**src/hdl/riscv_isa_pkg.sv**
```systemverilog
/*
  Instruction encodings for the RV32 integer subset run by the core.
  Fetch, decode and execute refer to these by scoped name.
*/
package riscv_isa_pkg;

  //////////////////////////////
  // Major opcodes
  //////////////////////////////
  localparam logic [6:0] OPC_LUI    = 7'b0110111;
  localparam logic [6:0] OPC_OP_IMM = 7'b0010011;  // ADDI, ANDI, ORI, XORI
  localparam logic [6:0] OPC_OP     = 7'b0110011;  // Register-register ALU
  localparam logic [6:0] OPC_BRANCH = 7'b1100011;
  localparam logic [6:0] OPC_JAL    = 7'b1101111;

  //////////////////////////////
  // Function codes
  //////////////////////////////
  localparam logic [2:0] F3_ADD = 3'b000;  // Also SUB with F7_SUB
  localparam logic [2:0] F3_SLT = 3'b010;
  localparam logic [2:0] F3_XOR = 3'b100;
  localparam logic [2:0] F3_OR  = 3'b110;
  localparam logic [2:0] F3_AND = 3'b111;

  // Branch conditions
  localparam logic [2:0] F3_BEQ = 3'b000;
  localparam logic [2:0] F3_BNE = 3'b001;

  localparam logic [6:0] F7_SUB = 7'b0100000;

  // ADDI x0,x0,0
  // Loaded into every empty or killed pipeline slot
  localparam logic [31:0] NOP_INSN = 32'h0000_0013;

  //////////////////////////////
  // Register field positions
  //////////////////////////////
  localparam int RS1_LSB = 15;
  localparam int RS2_LSB = 20;
  localparam int RD_LSB  = 7;

endpackage

```
**src/hdl/riscv_pipe_pkg.sv**
```systemverilog
/*
  Pipeline-wide sizes, reset PC, ALU and branch encodings, and the
  payload structs passed between fetch, decode and execute.
*/
package riscv_pipe_pkg;

  localparam int XLEN    = 32;  // Data width
  localparam int REG_CNT = 32;
  localparam int REG_AW  = 5;

  localparam logic [XLEN-1:0] PC_INIT    = 32'h200;
  localparam int unsigned     INSN_BYTES = 4;  // Fetch step of one full word

  typedef logic [REG_AW-1:0] reg_idx_t;

  typedef enum logic [2:0] {
    ALU_ADD,
    ALU_SUB,
    ALU_AND,
    ALU_OR,
    ALU_XOR,
    ALU_SLT,
    ALU_PASS_B  // LUI
  } alu_op_t;

  typedef enum logic [1:0] {
    BR_NONE,
    BR_BEQ,
    BR_BNE,
    BR_JAL
  } br_kind_t;

  //////////////////////////////
  // Stage payloads
  //////////////////////////////
  typedef struct packed {
    logic            valid;
    logic [XLEN-1:0] pc;
    logic [31:0]     insn;
  } if_id_t;

  typedef struct packed {
    logic            valid;
    logic [XLEN-1:0] pc;
    alu_op_t         alu_op;
    logic [XLEN-1:0] op_a;
    logic [XLEN-1:0] op_b;
    logic [XLEN-1:0] rs1_val;  // Branch compare sources
    logic [XLEN-1:0] rs2_val;
    logic [XLEN-1:0] imm;
    reg_idx_t        dst;
    logic            we;
    br_kind_t        br;
  } id_ex_t;

endpackage

```
**src/hdl/riscv_wb_if.sv**
```systemverilog
/*
  Result of one instruction leaving execute. The registered copy feeds
  the register file and the bypass, a combinational copy the bypass only.
*/
interface riscv_wb_if;

  logic                              valid;
  logic                              we;
  riscv_pipe_pkg::reg_idx_t          dst;
  logic [riscv_pipe_pkg::XLEN-1:0]   r;
  logic [riscv_pipe_pkg::XLEN-1:0]   pc;

  modport producer (output valid, we, dst, r, pc);

  modport rf (input valid, we, dst, r);

  modport bypass (input valid, we, dst, r);

endinterface

```
**src/hdl/riscv_rf.sv**
```systemverilog
/*
  Integer register file, 32 x 32. Two asynchronous read ports,
  one write port fed by the write-back result.
*/
module riscv_rf
(
  input  logic                            clk_i,
  input  logic                            rst_n_i,

  riscv_wb_if.rf                          wb,

  input  riscv_pipe_pkg::reg_idx_t        raddr1_i,
  input  riscv_pipe_pkg::reg_idx_t        raddr2_i,
  output logic [riscv_pipe_pkg::XLEN-1:0] rdata1_o,
  output logic [riscv_pipe_pkg::XLEN-1:0] rdata2_o
);

  logic [riscv_pipe_pkg::XLEN-1:0] regs [riscv_pipe_pkg::REG_CNT];

  always_ff @(posedge clk_i)
  begin
    if (rst_n_i && wb.valid && wb.we && wb.dst != '0)  // x0 never written
      regs[wb.dst] <= wb.r;
  end

  assign rdata1_o = (raddr1_i == '0) ? '0 : regs[raddr1_i];
  assign rdata2_o = (raddr2_i == '0) ? '0 : regs[raddr2_i];

endmodule

```
**src/hdl/riscv_if.sv**
```systemverilog
/*
  Instruction fetch. Keeps one request outstanding on the instruction
  memory bus, steps the PC by one word per acknowledge, and follows
  redirects from the branch unit in execute.
*/
module riscv_if
(
  input  logic                            clk_i,
  input  logic                            rst_n_i,

  // Instruction memory
  output logic                            imem_req_o,
  output logic [riscv_pipe_pkg::XLEN-1:0] imem_adr_o,
  input  logic                            imem_ack_i,
  input  logic [31:0]                     imem_insn_i,

  // Redirect from execute
  input  logic                            bu_flush_i,
  input  logic [riscv_pipe_pkg::XLEN-1:0] bu_nxt_pc_i,

  output riscv_pipe_pkg::if_id_t          if_id_o
);

  logic [riscv_pipe_pkg::XLEN-1:0] adr_q;
  logic [riscv_pipe_pkg::XLEN-1:0] tgt_q;    // Redirect held for a stale fetch
  logic [riscv_pipe_pkg::XLEN-1:0] if_pc_q;
  logic [31:0]                     if_insn_q;
  logic                            req_q;
  logic                            kill_q;   // Outstanding fetch was flushed
  logic                            if_vld_q;
  logic                            done;
  logic                            keep;

  assign done = req_q & imem_ack_i;
  assign keep = done & ~kill_q & ~bu_flush_i;  // Data goes on to decode

  assign imem_req_o = req_q;
  assign imem_adr_o = adr_q;

  //////////////////////////////
  // Request and program counter
  //////////////////////////////
  always_ff @(posedge clk_i)
  begin
    if (!rst_n_i)
    begin
      req_q  <= 1'b0;
      kill_q <= 1'b0;
      adr_q  <= riscv_pipe_pkg::PC_INIT;
    end
    else if (!req_q)
      req_q <= 1'b1;  // First request out of reset
    else if (done)
    begin
      kill_q <= 1'b0;
      if (bu_flush_i)
        adr_q <= bu_nxt_pc_i;
      else if (kill_q)
        adr_q <= tgt_q;
      else
        adr_q <= adr_q + riscv_pipe_pkg::INSN_BYTES;
    end
    else if (bu_flush_i)
      kill_q <= 1'b1;  // Address stays put until the ack
  end

  always_ff @(posedge clk_i)
  begin
    if (bu_flush_i)
      tgt_q <= bu_nxt_pc_i;
  end

  //////////////////////////////
  // Fetch to decode register
  //////////////////////////////
  always_ff @(posedge clk_i)
  begin
    if (!rst_n_i)
      if_vld_q <= 1'b0;
    else
      if_vld_q <= keep;
  end

  always_ff @(posedge clk_i)
  begin
    if_pc_q   <= adr_q;
    if_insn_q <= keep ? imem_insn_i : riscv_isa_pkg::NOP_INSN;  // Bubbles carry a NOP
  end

  assign if_id_o = '{valid: if_vld_q, pc: if_pc_q, insn: if_insn_q};

endmodule

```
**src/hdl/riscv_id.sv**
```systemverilog
/*
  Instruction decode. Splits the instruction into ALU operation,
  immediate, destination and branch kind, reads both sources with
  bypass from execute and write-back, and registers the result.
*/
module riscv_id
(
  input  logic                             clk_i,
  input  logic                             rst_n_i,

  input  riscv_pipe_pkg::if_id_t           if_id_i,
  input  logic                             bu_flush_i,

  // Register file read
  output riscv_pipe_pkg::reg_idx_t         rf_raddr1_o,
  output riscv_pipe_pkg::reg_idx_t         rf_raddr2_o,
  input  logic [riscv_pipe_pkg::XLEN-1:0]  rf_rdata1_i,
  input  logic [riscv_pipe_pkg::XLEN-1:0]  rf_rdata2_i,

  riscv_wb_if.bypass                       wb_byp,
  riscv_wb_if.bypass                       ex_byp,

  output riscv_pipe_pkg::id_ex_t           id_ex_o
);

  logic [31:0]                     insn;
  logic [6:0]                      opcode;
  logic [6:0]                      funct7;
  logic [2:0]                      funct3;
  riscv_pipe_pkg::reg_idx_t        rs1;
  riscv_pipe_pkg::reg_idx_t        rs2;
  riscv_pipe_pkg::reg_idx_t        rd;
  logic [riscv_pipe_pkg::XLEN-1:0] imm_i;
  logic [riscv_pipe_pkg::XLEN-1:0] imm_u;
  logic [riscv_pipe_pkg::XLEN-1:0] imm_b;
  logic [riscv_pipe_pkg::XLEN-1:0] imm_j;
  logic [riscv_pipe_pkg::XLEN-1:0] src1;
  logic [riscv_pipe_pkg::XLEN-1:0] src2;
  logic                            use_imm;
  logic                            vld_q;
  riscv_pipe_pkg::id_ex_t          id_ex_d;
  riscv_pipe_pkg::id_ex_t          id_ex_q;

  assign insn   = if_id_i.insn;
  assign opcode = insn[6:0];
  assign funct3 = insn[14:12];
  assign funct7 = insn[31:25];
  assign rs1    = insn[riscv_isa_pkg::RS1_LSB +: riscv_pipe_pkg::REG_AW];
  assign rs2    = insn[riscv_isa_pkg::RS2_LSB +: riscv_pipe_pkg::REG_AW];
  assign rd     = insn[riscv_isa_pkg::RD_LSB +: riscv_pipe_pkg::REG_AW];

  assign imm_i = {{20{insn[31]}}, insn[31:20]};
  assign imm_u = {insn[31:12], 12'h000};
  assign imm_b = {{19{insn[31]}}, insn[31], insn[7], insn[30:25], insn[11:8], 1'b0};
  assign imm_j = {{11{insn[31]}}, insn[31], insn[19:12], insn[20], insn[30:21], 1'b0};

  assign rf_raddr1_o = rs1;
  assign rf_raddr2_o = rs2;

  //////////////////////////////
  // Operand bypass
  //////////////////////////////
  // Youngest producer wins, x0 reads zero
  function automatic logic [riscv_pipe_pkg::XLEN-1:0] src_sel(
    input riscv_pipe_pkg::reg_idx_t        src,
    input logic [riscv_pipe_pkg::XLEN-1:0] rf_val
  );
    if (src == '0)
      return '0;
    else if (ex_byp.valid && ex_byp.we && ex_byp.dst == src)
      return ex_byp.r;
    else if (wb_byp.valid && wb_byp.we && wb_byp.dst == src)
      return wb_byp.r;  // Not yet in the register file
    else
      return rf_val;
  endfunction

  assign src1 = src_sel(rs1, rf_rdata1_i);
  assign src2 = src_sel(rs2, rf_rdata2_i);

  //////////////////////////////
  // Decode
  //////////////////////////////
  always_comb
  begin
    id_ex_d         = '0;
    use_imm         = 1'b0;
    id_ex_d.valid   = if_id_i.valid;
    id_ex_d.pc      = if_id_i.pc;
    id_ex_d.dst     = rd;
    id_ex_d.rs1_val = src1;
    id_ex_d.rs2_val = src2;
    id_ex_d.alu_op  = riscv_pipe_pkg::ALU_ADD;
    id_ex_d.br      = riscv_pipe_pkg::BR_NONE;

    case (opcode)
      riscv_isa_pkg::OPC_LUI:
      begin
        id_ex_d.alu_op = riscv_pipe_pkg::ALU_PASS_B;
        id_ex_d.imm    = imm_u;
        id_ex_d.we     = 1'b1;
        use_imm        = 1'b1;
      end
      riscv_isa_pkg::OPC_OP_IMM, riscv_isa_pkg::OPC_OP:
      begin
        use_imm     = (opcode == riscv_isa_pkg::OPC_OP_IMM);
        id_ex_d.imm = imm_i;
        id_ex_d.we  = 1'b1;
        case (funct3)
          riscv_isa_pkg::F3_ADD:
            id_ex_d.alu_op = (!use_imm && funct7 == riscv_isa_pkg::F7_SUB) ?
                             riscv_pipe_pkg::ALU_SUB : riscv_pipe_pkg::ALU_ADD;
          riscv_isa_pkg::F3_XOR: id_ex_d.alu_op = riscv_pipe_pkg::ALU_XOR;
          riscv_isa_pkg::F3_OR:  id_ex_d.alu_op = riscv_pipe_pkg::ALU_OR;
          riscv_isa_pkg::F3_AND: id_ex_d.alu_op = riscv_pipe_pkg::ALU_AND;
          riscv_isa_pkg::F3_SLT:
          begin
            id_ex_d.alu_op = riscv_pipe_pkg::ALU_SLT;
            id_ex_d.we     = ~use_imm;  // No SLTI
          end
          default: id_ex_d.we = 1'b0;
        endcase
      end
      riscv_isa_pkg::OPC_BRANCH:
      begin
        id_ex_d.imm = imm_b;
        if (funct3 == riscv_isa_pkg::F3_BEQ)
          id_ex_d.br = riscv_pipe_pkg::BR_BEQ;
        else if (funct3 == riscv_isa_pkg::F3_BNE)
          id_ex_d.br = riscv_pipe_pkg::BR_BNE;
      end
      riscv_isa_pkg::OPC_JAL:
      begin
        id_ex_d.imm = imm_j;
        id_ex_d.br  = riscv_pipe_pkg::BR_JAL;
        id_ex_d.we  = 1'b1;  // Link value comes from execute
      end
      default: ;  // Retires without a write
    endcase

    id_ex_d.we   = id_ex_d.we & (rd != '0);
    id_ex_d.op_a = src1;
    id_ex_d.op_b = use_imm ? id_ex_d.imm : src2;
  end

  //////////////////////////////
  // Decode to execute register
  //////////////////////////////
  always_ff @(posedge clk_i)
  begin
    if (!rst_n_i)
      vld_q <= 1'b0;
    else
      vld_q <= if_id_i.valid & ~bu_flush_i;  // Killed by a taken branch
  end

  always_ff @(posedge clk_i)
  begin
    id_ex_q <= id_ex_d;
  end

  always_comb
  begin
    id_ex_o       = id_ex_q;
    id_ex_o.valid = vld_q;
  end

endmodule

```
**src/hdl/riscv_ex.sv**
```systemverilog
/*
  Execute stage. ALU and branch unit resolve the instruction from
  decode, a taken branch or JAL redirects fetch, and the result is
  registered into the write-back register that drives retire.
*/
module riscv_ex
(
  input  logic                            clk_i,
  input  logic                            rst_n_i,

  input  riscv_pipe_pkg::id_ex_t          id_ex_i,

  // Branch unit
  output logic                            bu_flush_o,
  output logic [riscv_pipe_pkg::XLEN-1:0] bu_nxt_pc_o,

  riscv_wb_if.producer                    ex_fwd,
  riscv_wb_if.producer                    wb,

  // Retire port
  output logic                            retire_valid_o,
  output logic [riscv_pipe_pkg::XLEN-1:0] retire_pc_o,
  output logic                            retire_we_o,
  output riscv_pipe_pkg::reg_idx_t        retire_dst_o,
  output logic [riscv_pipe_pkg::XLEN-1:0] retire_r_o
);

  logic [riscv_pipe_pkg::XLEN-1:0] alu_r;
  logic [riscv_pipe_pkg::XLEN-1:0] ex_r;
  logic [riscv_pipe_pkg::XLEN-1:0] wb_pc_q;
  logic [riscv_pipe_pkg::XLEN-1:0] wb_r_q;
  riscv_pipe_pkg::reg_idx_t        ex_dst;
  riscv_pipe_pkg::reg_idx_t        wb_dst_q;
  logic                            take;
  logic                            wb_vld_q;
  logic                            wb_we_q;

  //////////////////////////////
  // ALU
  //////////////////////////////
  always_comb
  begin
    case (id_ex_i.alu_op)
      riscv_pipe_pkg::ALU_ADD:    alu_r = id_ex_i.op_a + id_ex_i.op_b;
      riscv_pipe_pkg::ALU_SUB:    alu_r = id_ex_i.op_a - id_ex_i.op_b;
      riscv_pipe_pkg::ALU_AND:    alu_r = id_ex_i.op_a & id_ex_i.op_b;
      riscv_pipe_pkg::ALU_OR:     alu_r = id_ex_i.op_a | id_ex_i.op_b;
      riscv_pipe_pkg::ALU_XOR:    alu_r = id_ex_i.op_a ^ id_ex_i.op_b;
      riscv_pipe_pkg::ALU_SLT:
        alu_r = {{(riscv_pipe_pkg::XLEN-1){1'b0}},
                 $signed(id_ex_i.op_a) < $signed(id_ex_i.op_b)};
      riscv_pipe_pkg::ALU_PASS_B: alu_r = id_ex_i.op_b;
      default:                    alu_r = '0;
    endcase
  end

  // JAL writes the return address
  assign ex_r = (id_ex_i.br == riscv_pipe_pkg::BR_JAL) ?
                id_ex_i.pc + riscv_pipe_pkg::INSN_BYTES : alu_r;

  // A killed slot behaves as the NOP and targets x0
  assign ex_dst = id_ex_i.valid ? id_ex_i.dst :
                  riscv_isa_pkg::NOP_INSN[riscv_isa_pkg::RD_LSB +: riscv_pipe_pkg::REG_AW];

  //////////////////////////////
  // Branch unit
  //////////////////////////////
  always_comb
  begin
    case (id_ex_i.br)
      riscv_pipe_pkg::BR_BEQ: take = (id_ex_i.rs1_val == id_ex_i.rs2_val);
      riscv_pipe_pkg::BR_BNE: take = (id_ex_i.rs1_val != id_ex_i.rs2_val);
      riscv_pipe_pkg::BR_JAL: take = 1'b1;
      default:                take = 1'b0;
    endcase
  end

  assign bu_flush_o  = id_ex_i.valid & take;  // Predicted not taken, so redirect
  assign bu_nxt_pc_o = id_ex_i.pc + id_ex_i.imm;

  // Result still in execute, for the first bypass level
  assign ex_fwd.valid = id_ex_i.valid;
  assign ex_fwd.we    = id_ex_i.we;
  assign ex_fwd.dst   = ex_dst;
  assign ex_fwd.r     = ex_r;
  assign ex_fwd.pc    = id_ex_i.pc;

  //////////////////////////////
  // Write-back register
  //////////////////////////////
  always_ff @(posedge clk_i)
  begin
    if (!rst_n_i)
    begin
      wb_vld_q <= 1'b0;
      wb_we_q  <= 1'b0;
    end
    else
    begin
      wb_vld_q <= id_ex_i.valid;
      wb_we_q  <= id_ex_i.valid & id_ex_i.we;
    end
  end

  always_ff @(posedge clk_i)
  begin
    wb_pc_q  <= id_ex_i.pc;
    wb_dst_q <= ex_dst;
    wb_r_q   <= ex_r;
  end

  assign wb.valid = wb_vld_q;
  assign wb.we    = wb_we_q;
  assign wb.dst   = wb_dst_q;
  assign wb.r     = wb_r_q;
  assign wb.pc    = wb_pc_q;

  assign retire_valid_o = wb.valid;
  assign retire_pc_o    = wb.pc;
  assign retire_we_o    = wb.we;
  assign retire_dst_o   = wb.dst;
  assign retire_r_o     = wb.r;

endmodule

```
**src/hdl/riscv_core.sv**
```systemverilog
/*
  Small in-order RV32 integer core. Fetch, decode, execute and the
  register file, with an instruction memory request/acknowledge bus
  and a retire port showing every completed instruction.
*/
module riscv_core
(
  input  logic                            clk_i,
  input  logic                            rst_n_i,

  // Instruction memory bus
  output logic                            imem_req_o,
  output logic [riscv_pipe_pkg::XLEN-1:0] imem_adr_o,
  input  logic                            imem_ack_i,
  input  logic [31:0]                     imem_insn_i,

  // Retire port
  output logic                            retire_valid_o,
  output logic [riscv_pipe_pkg::XLEN-1:0] retire_pc_o,
  output logic                            retire_we_o,
  output riscv_pipe_pkg::reg_idx_t        retire_dst_o,
  output logic [riscv_pipe_pkg::XLEN-1:0] retire_r_o
);

  riscv_pipe_pkg::if_id_t          if_id;
  riscv_pipe_pkg::id_ex_t          id_ex;
  logic                            bu_flush;
  logic [riscv_pipe_pkg::XLEN-1:0] bu_nxt_pc;
  riscv_pipe_pkg::reg_idx_t        rf_raddr1;
  riscv_pipe_pkg::reg_idx_t        rf_raddr2;
  logic [riscv_pipe_pkg::XLEN-1:0] rf_rdata1;
  logic [riscv_pipe_pkg::XLEN-1:0] rf_rdata2;

  riscv_wb_if wb_bus ();      // Registered result
  riscv_wb_if ex_fwd_bus ();  // Result in execute

  //////////////////////////////
  // Pipeline
  //////////////////////////////
  riscv_if u_if (
    .clk_i       ( clk_i       ),
    .rst_n_i     ( rst_n_i     ),
    .imem_req_o  ( imem_req_o  ),
    .imem_adr_o  ( imem_adr_o  ),
    .imem_ack_i  ( imem_ack_i  ),
    .imem_insn_i ( imem_insn_i ),
    .bu_flush_i  ( bu_flush    ),
    .bu_nxt_pc_i ( bu_nxt_pc   ),
    .if_id_o     ( if_id       )
  );

  riscv_id u_id (
    .clk_i       ( clk_i       ),
    .rst_n_i     ( rst_n_i     ),
    .if_id_i     ( if_id       ),
    .bu_flush_i  ( bu_flush    ),
    .rf_raddr1_o ( rf_raddr1   ),
    .rf_raddr2_o ( rf_raddr2   ),
    .rf_rdata1_i ( rf_rdata1   ),
    .rf_rdata2_i ( rf_rdata2   ),
    .wb_byp      ( wb_bus      ),
    .ex_byp      ( ex_fwd_bus  ),
    .id_ex_o     ( id_ex       )
  );

  riscv_ex u_ex (
    .clk_i          ( clk_i          ),
    .rst_n_i        ( rst_n_i        ),
    .id_ex_i        ( id_ex          ),
    .bu_flush_o     ( bu_flush       ),
    .bu_nxt_pc_o    ( bu_nxt_pc      ),
    .ex_fwd         ( ex_fwd_bus     ),
    .wb             ( wb_bus         ),
    .retire_valid_o ( retire_valid_o ),
    .retire_pc_o    ( retire_pc_o    ),
    .retire_we_o    ( retire_we_o    ),
    .retire_dst_o   ( retire_dst_o   ),
    .retire_r_o     ( retire_r_o     )
  );

  riscv_rf u_rf (
    .clk_i    ( clk_i     ),
    .rst_n_i  ( rst_n_i   ),
    .wb       ( wb_bus    ),
    .raddr1_i ( rf_raddr1 ),
    .raddr2_i ( rf_raddr2 ),
    .rdata1_o ( rf_rdata1 ),
    .rdata2_o ( rf_rdata2 )
  );

endmodule

```
**config.mk**
```make
export PLATFORM = sky130hd
export DESIGN_NAME = riscv_core
export DESIGN_NICKNAME = d
export VERILOG_FILES = /design/src/hdl/riscv_isa_pkg.sv /design/src/hdl/riscv_pipe_pkg.sv /design/src/hdl/riscv_wb_if.sv /design/src/hdl/riscv_rf.sv /design/src/hdl/riscv_if.sv /design/src/hdl/riscv_id.sv /design/src/hdl/riscv_ex.sv /design/src/hdl/riscv_core.sv
export SDC_FILE = /design/constraint.sdc
export NUM_CORES = 2
export LEC_CHECK = 0
export BUFFER_PORTS_ARGS = -buffer_cell sky130_fd_sc_hd__buf_4
export CAP_MARGIN = 5
export CELL_PAD_IN_SITES_DETAIL_PLACEMENT = 0
export CELL_PAD_IN_SITES_GLOBAL_PLACEMENT = 1
export CORE_MARGIN = 2
export CORE_UTILIZATION = 35
export CTS_CLUSTER_DIAMETER = 50
export DETAILED_ROUTE_END_ITERATION = 7
export HOLD_SLACK_MARGIN = 0.05
export PLACE_DENSITY = 0.65
export SLEW_MARGIN = 30
export SYNTH_ARGS = -nofsm -noshare
export SYNTH_HDL_FRONTEND = slang
export SYNTH_SLANG_ARGS = --single-unit
```
**constraint.sdc**
```tcl
create_clock -name clk_i -period 5.1 [get_ports clk_i]
set_clock_uncertainty 0.15 [all_clocks]
set_input_delay 0.255 -clock clk_i [delete_from_list [all_inputs] [get_ports clk_i]]
set_output_delay 0.255 -clock clk_i [all_outputs]
set_load 0.02 [all_outputs]
```
# Yosys cells after proc, flatten, opt, wreduce, memory -nomap -nowiden
# Memories as Yosys holds them, arrays and structs flattened. A register that Yosys moved wholly into a read port is not among the register bits.
# Index checks and enable logic that the tools add are counted.
# totals
regBits	374
ramBits	1024
in_bits	35
out_inout_bits	104
wordCells	120
mem_count	1
# memory_table
memory	words	word_bits	read_ports	rd_ports_with_merged_regs	write_ports	line	text
u_rf.regs	32	32	2	2	1	riscv_rf.sv:18	logic [riscv_pipe_pkg::XLEN-1:0] regs [riscv_pipe_pkg::REG_CNT];
# op_classes
n_addsub	5
n_lt_le_gt_ge	1
eq_ne	26
muxes	29
bitwise	13
n_reduce_logical	23
# ops
op	count
2-to-1 mux 32 bit	9
case mux 32 bit (7 select lines)	1
case mux 32 bit (4 select lines)	1
adder 32 x 3 -> 32 bit, second input constant	2
adder 32 bit	2
AND 32 bit	1
== test 32 bit	1
less-than comparator 32 bit	1
!= test 32 bit	1
OR 32 bit	1
subtractor 32 bit	1
XOR 32 bit	1
== test 7 x 6 -> 1 bit, second input constant	3
== test 5 bit	4
== test 3 bit, second input constant	6
2-to-1 mux 5 bit	3
case mux 3 bit (5 select lines)	1
== test 7 bit, second input constant	2
logical AND 1 bit	10
zero test 5 bit	2
nonzero test 5 bit	2
== test 3 x 2 -> 1 bit, second input constant	3
AND 1 bit	7
== test 7 x 5 -> 1 bit, second input constant	1
16 further kinds	31

# Depth between registers and ports, before layout
# logic_depth
word_depth	6
ltp_mapped	13
depth_no_buf	13

# By module
# From an unflattened synthesis, not the netlist that was laid out.
# unflattened
hier_cells	5113
area_unflattened_um2	69988.4
# by_module_without_submodules
mod	instances	cells_each	area_each_um2	seq_area_each_um2
riscv_rf	1	2579	48004.8	30749.5
riscv_ex	1	1423	10600.2	1421.4
riscv_id	1	664	6628.9	3443.3
riscv_if	1	447	4754.6	2942.8

# Worst setup path before layout
# No wires, ideal clock.
# synth_path
path_type	register -> register
start	register u_id.id_ex_q (netlist bit u_id.id_ex_o[136])
end	register u_id.id_ex_q (netlist bit u_id.id_ex_o[134])
t_arrival_ns	3.056
required_time_ns	4.829
setup_slack_ns	1.773
stages_incl_launch_ff	13
path_buffers	0
cell_sequence	dfxtp_1 ha_1 fa_1 a21o_1 a31o_4 a311oi_2 a21oi_1 a221oi_1 o21ai_0 mux2i_1 o311ai_0 a21oi_1 mux2_2
# synth_rtl
item	line	text
start: declaration	riscv_id.sv:42	riscv_pipe_pkg::id_ex_t id_ex_q;
start signal: assignment	riscv_id.sv:159	id_ex_q <= id_ex_d;

==> results.toml <==
[pwr]
total_switching_power_mw = 9.14
p_comb_frac = 0.166
worst_ir_drop_vdd_mv = 0.404
power_density_nw_per_um2 = 394
power.static_leakage_nw = 26.8
internal_portion_of_total_power_mw = 22.2
seqPwrFrac = 0.449
p_total_mw = 31.4
p_clk_frac = 0.385
power.share.switching = 0.291

[synth]
netlist_area_um2 = 68100
async_reset_ff_frac = 0
yosysWarnings = 0
number_of_synthesized_flops_with_an_enable_pin = 1056
yosys_most_used_dff = "sky130_fd_sc_hd__edfxtp_1"
syn_avg_cell_area_um2 = 14.0
synth-seq-area-share = 0.566
netlist-cell-type-count = 94
synth.ff_latch_count = 1398
postSynthCellCount = 4857

[finish]
finalNetCount = 5322
syn2layout_area_growth_pct = 17.1
most-common-layout-cells = "sky130_fd_sc_hd__edfxtp_1 (1056), sky130_fd_sc_hd__mux4_2 (467), sky130_fd_sc_hd__a21oi_1 (336)"
layout_commonest_cell = "sky130_fd_sc_hd__edfxtp_1"
fraction_of_final_layout_cells_sized_beyond_drive_strength_1 = 0.234

[worst_setup_path]
setup.worst_path.end = "u_id.id_ex_o[132]"
critPathLaunch = "u_id.id_ex_o[153]"
timing.rr.end = "u_id.id_ex_o[132]"
r2r_cells = 12
critPathLaunchType = "flip-flop"
timing.critical_path.required_ns = 5.71
crit-reg2reg-launch = "u_id.id_ex_o[153]"
crit_path_max_fanout = 11
end_kind = "flip-flop"
path_class = "flip-flop to flip-flop"
critPathArrivalTime_ns = 5.01
minimum_setup_slack_among_reg_to_reg_paths_ns = 0.70

[clock_network]
total_setup_buffers_inserted_after_cts = 0
tritoncts = "yes"
path_clk_slew_ns = 0.06
htree_num_levels = 4
clock_insertion_delay_worst_skew_ns = 0.83
cts_sinks = 1398
cts.hold.buffers_added = 66
clockBufferDepth = 3
post_cts_resized = 0
cts.root.buffer_cell = "sky130_fd_sc_hd__clkbuf_16"
cts_buffer_count = 168

[sta]
worst_slack_ns = 0.699
hold_viol = 0
grt_setup_unrepaired = "false"
fin_setup_tns_ns = 0
fmaxAchievable_mhz = 227
timing.final.crit_share = 0.863
worst_slew_margin_rel = 0.324
final_period_minus_worst_setup_slack_ns = 4.40
max_slew_violation_total_from_the_final_report = 0
tightest_slew_ns = 1.00
setup-violations-final = 0

[floorplanning]
fp.coreArea_um2 = 193000
floorplan.die_area_um2 = 198000
floorplan.die.width_um = 445
die-height_um = 445
rows = 161
initial_utilization = 0.353
floorplan.io_pins = 139

[job]
max_cap_violations = 0

[status]
status = "complete, no violations"

[min_path]
hold_path_startpoint = "rst_n_i"
worstHoldPathType = "input pin to flip-flop"

[placed_design]
place_hpwl_mm = 155
gp_congestion = 0.964
place_worst_setup_slack_ns = 0.817
numPortBuffers = 138

[route]
routed_via_density = 5.88
wire_per_inst_um = 30.2
drtPass1Iterations = 6
route.final.wire_length_mm = 236
drc_errors = 0
drt-initial-drc-count = 5581
detailroute.via_count = 46000
antenna_violating_nets_post_route = 0

[grt]
grt_max_degree = 77
grt_pass1_vias = 45100
gr-total-overflow = 0
grt_antenna_before_repair = 10
grtUsageTotal = 0.234
grt_pass1_wl_mm = 335
==> flip-flops by register name, indices dropped and copies added (netlist names) <==
name	count
u_ex.retire_valid_o	1
u_if.imem_req_o	1
u_if.if_vld_q	1
u_if.imem_adr_o	32
u_ex.retire_r_o	32
u_if.kill_q	1
u_if.if_insn_q	32
u_ex.retire_pc_o	32
u_ex.retire_we_o	1
u_if.if_pc_q	32
u_id.vld_q	1
u_ex.retire_dst_o	5
u_id.id_ex_o	171
u_if.tgt_q	32
u_rf.regs	1024
==> worst max-delay path, stage by stage, from the launching register on <==
cell,delay (ns)
sky130_fd_sc_hd__dfxtp_1,0.51
sky130_fd_sc_hd__inv_1,0.08
sky130_fd_sc_hd__ha_1,0.54
sky130_fd_sc_hd__inv_1,0.20
sky130_fd_sc_hd__o31ai_2,0.46
sky130_fd_sc_hd__o21ai_0,0.28
sky130_fd_sc_hd__a211oi_2,0.38
sky130_fd_sc_hd__o211ai_1,0.23
sky130_fd_sc_hd__a2111oi_0,0.47
sky130_fd_sc_hd__nor3b_1,0.10
sky130_fd_sc_hd__a32oi_1,0.58
sky130_fd_sc_hd__a21oi_1,0.19
sky130_fd_sc_hd__o21ai_1,0.15
==> final cells by class <==
cell class | instances | area (um2)
Tap cell | 2526 | 3160
Clock inverter | 104 | 1050
Antenna cell | 4 | 10.0
Clock buffer | 208 | 4540
Fill cell | 17600 | 113000
Inverter | 127 | 477
Multi-Input combinational cell | 3035 | 28100
Sequential cell | 1398 | 38600
Timing Repair Buffer | 408 | 3750
==> layer usage <==
metal | vias up | track usage | share of wire | wire [um]
li1 | 19700 | - | - | -
met1 | 23800 | 0.311 | 0.41 | 96600
met2 | 1988 | 0.384 | 0.48 | 113000
met3 | 434 | 0.0368 | 0.072 | 17000
met4 | 4 | 0.0917 | 0.039 | 9290
met5 | - | 0 | 0.00011 | 27
==> worst min-delay path by stage <==
stage | endpoint | cells past startpoint
final | u_if.imem_req_o | 2
after global placement | u_id.id_ex_o[196] | 0
after floorplan | u_if.imem_req_o | 0
after global routing | u_if.imem_req_o | 2
after CTS | u_if.imem_req_o | 2
after detailed placement | u_id.id_ex_o[196] | 0
==> synth_stat cells (all sizes together), types with 26 or more instances <==
cell / count / share of area
inv: 125 / 0.0069
o221ai: 71 / 0.0092
nor4: 27 / 0.0027
nand3: 56 / 0.0041
a21oi: 336 / 0.025
and2: 50 / 0.0046
a21o: 49 / 0.0054
nand2: 224 / 0.012
nand4: 27 / 0.0025
dfxtp: 342 / 0.10
buf: 136 / 0.0092
nor2b: 26 / 0.0024
nor2: 294 / 0.016
a211oi: 59 / 0.0067
xnor2: 57 / 0.0073
o21ai: 245 / 0.018
mux2: 68 / 0.011
mux2i: 247 / 0.036
ha: 146 / 0.027
nor3: 69 / 0.0051
xor2: 83 / 0.011
edfxtp: 1056 / 0.47
mux4: 467 / 0.15
o22ai: 103 / 0.0095
clkbuf: 192 / 0.011
==> stage by stage <==
| stage | instances | instance area (um2) | hold WS, ns | utilization |
|---|---|---|---|---|
| 5_1_grt | 7807 | 79700 | 0.120 | 0.413 |
| 3_3_place_gp | 7421 | 73200 | 0.160 | 0.379 |
| 6_report | 7810 | 79700 | 0.127 | 0.413 |
| 4_1_cts | 7806 | 79700 | 0.0882 | 0.413 |
| 3_5_place_dp | 7428 | 73400 | 0.162 | 0.381 |
| 2_1_floorplan | 4888 | 68200 | 0.133 | - |
==> cells by family (layout without fill, tap and decap cells) <==
family | after synthesis | count (layout) | synth area share
muxes | 782 | 782 | 0.202
xor gates and xnor gates | 140 | 140 | 0.0180
other | 1 | 36 | 0.0000551
DFF | 1398 | 1398 | 0.566
AOI/OAI and AO/OA | 1070 | 1070 | 0.0998
and+or+nand+nor | 862 | 862 | 0.0590
buffers and inverters | 455 | 847 | 0.0268
adders and majority gates | 149 | 149 | 0.0277
==> power by group through the flow <==
stage,sequential [mW],combinational (mW),clock [mW]
3_5_place_dp,14.3,5.09,0
5_1_grt,14.1,5.54,12.7
6_report,14.1,5.22,12.1
4_1_cts,14.1,5.15,12.2
2_1_floorplan,14.6,2.54,0
3_3_place_gp,14.3,5.06,0
No activity file was read; power rests on OpenSTA's default activity.
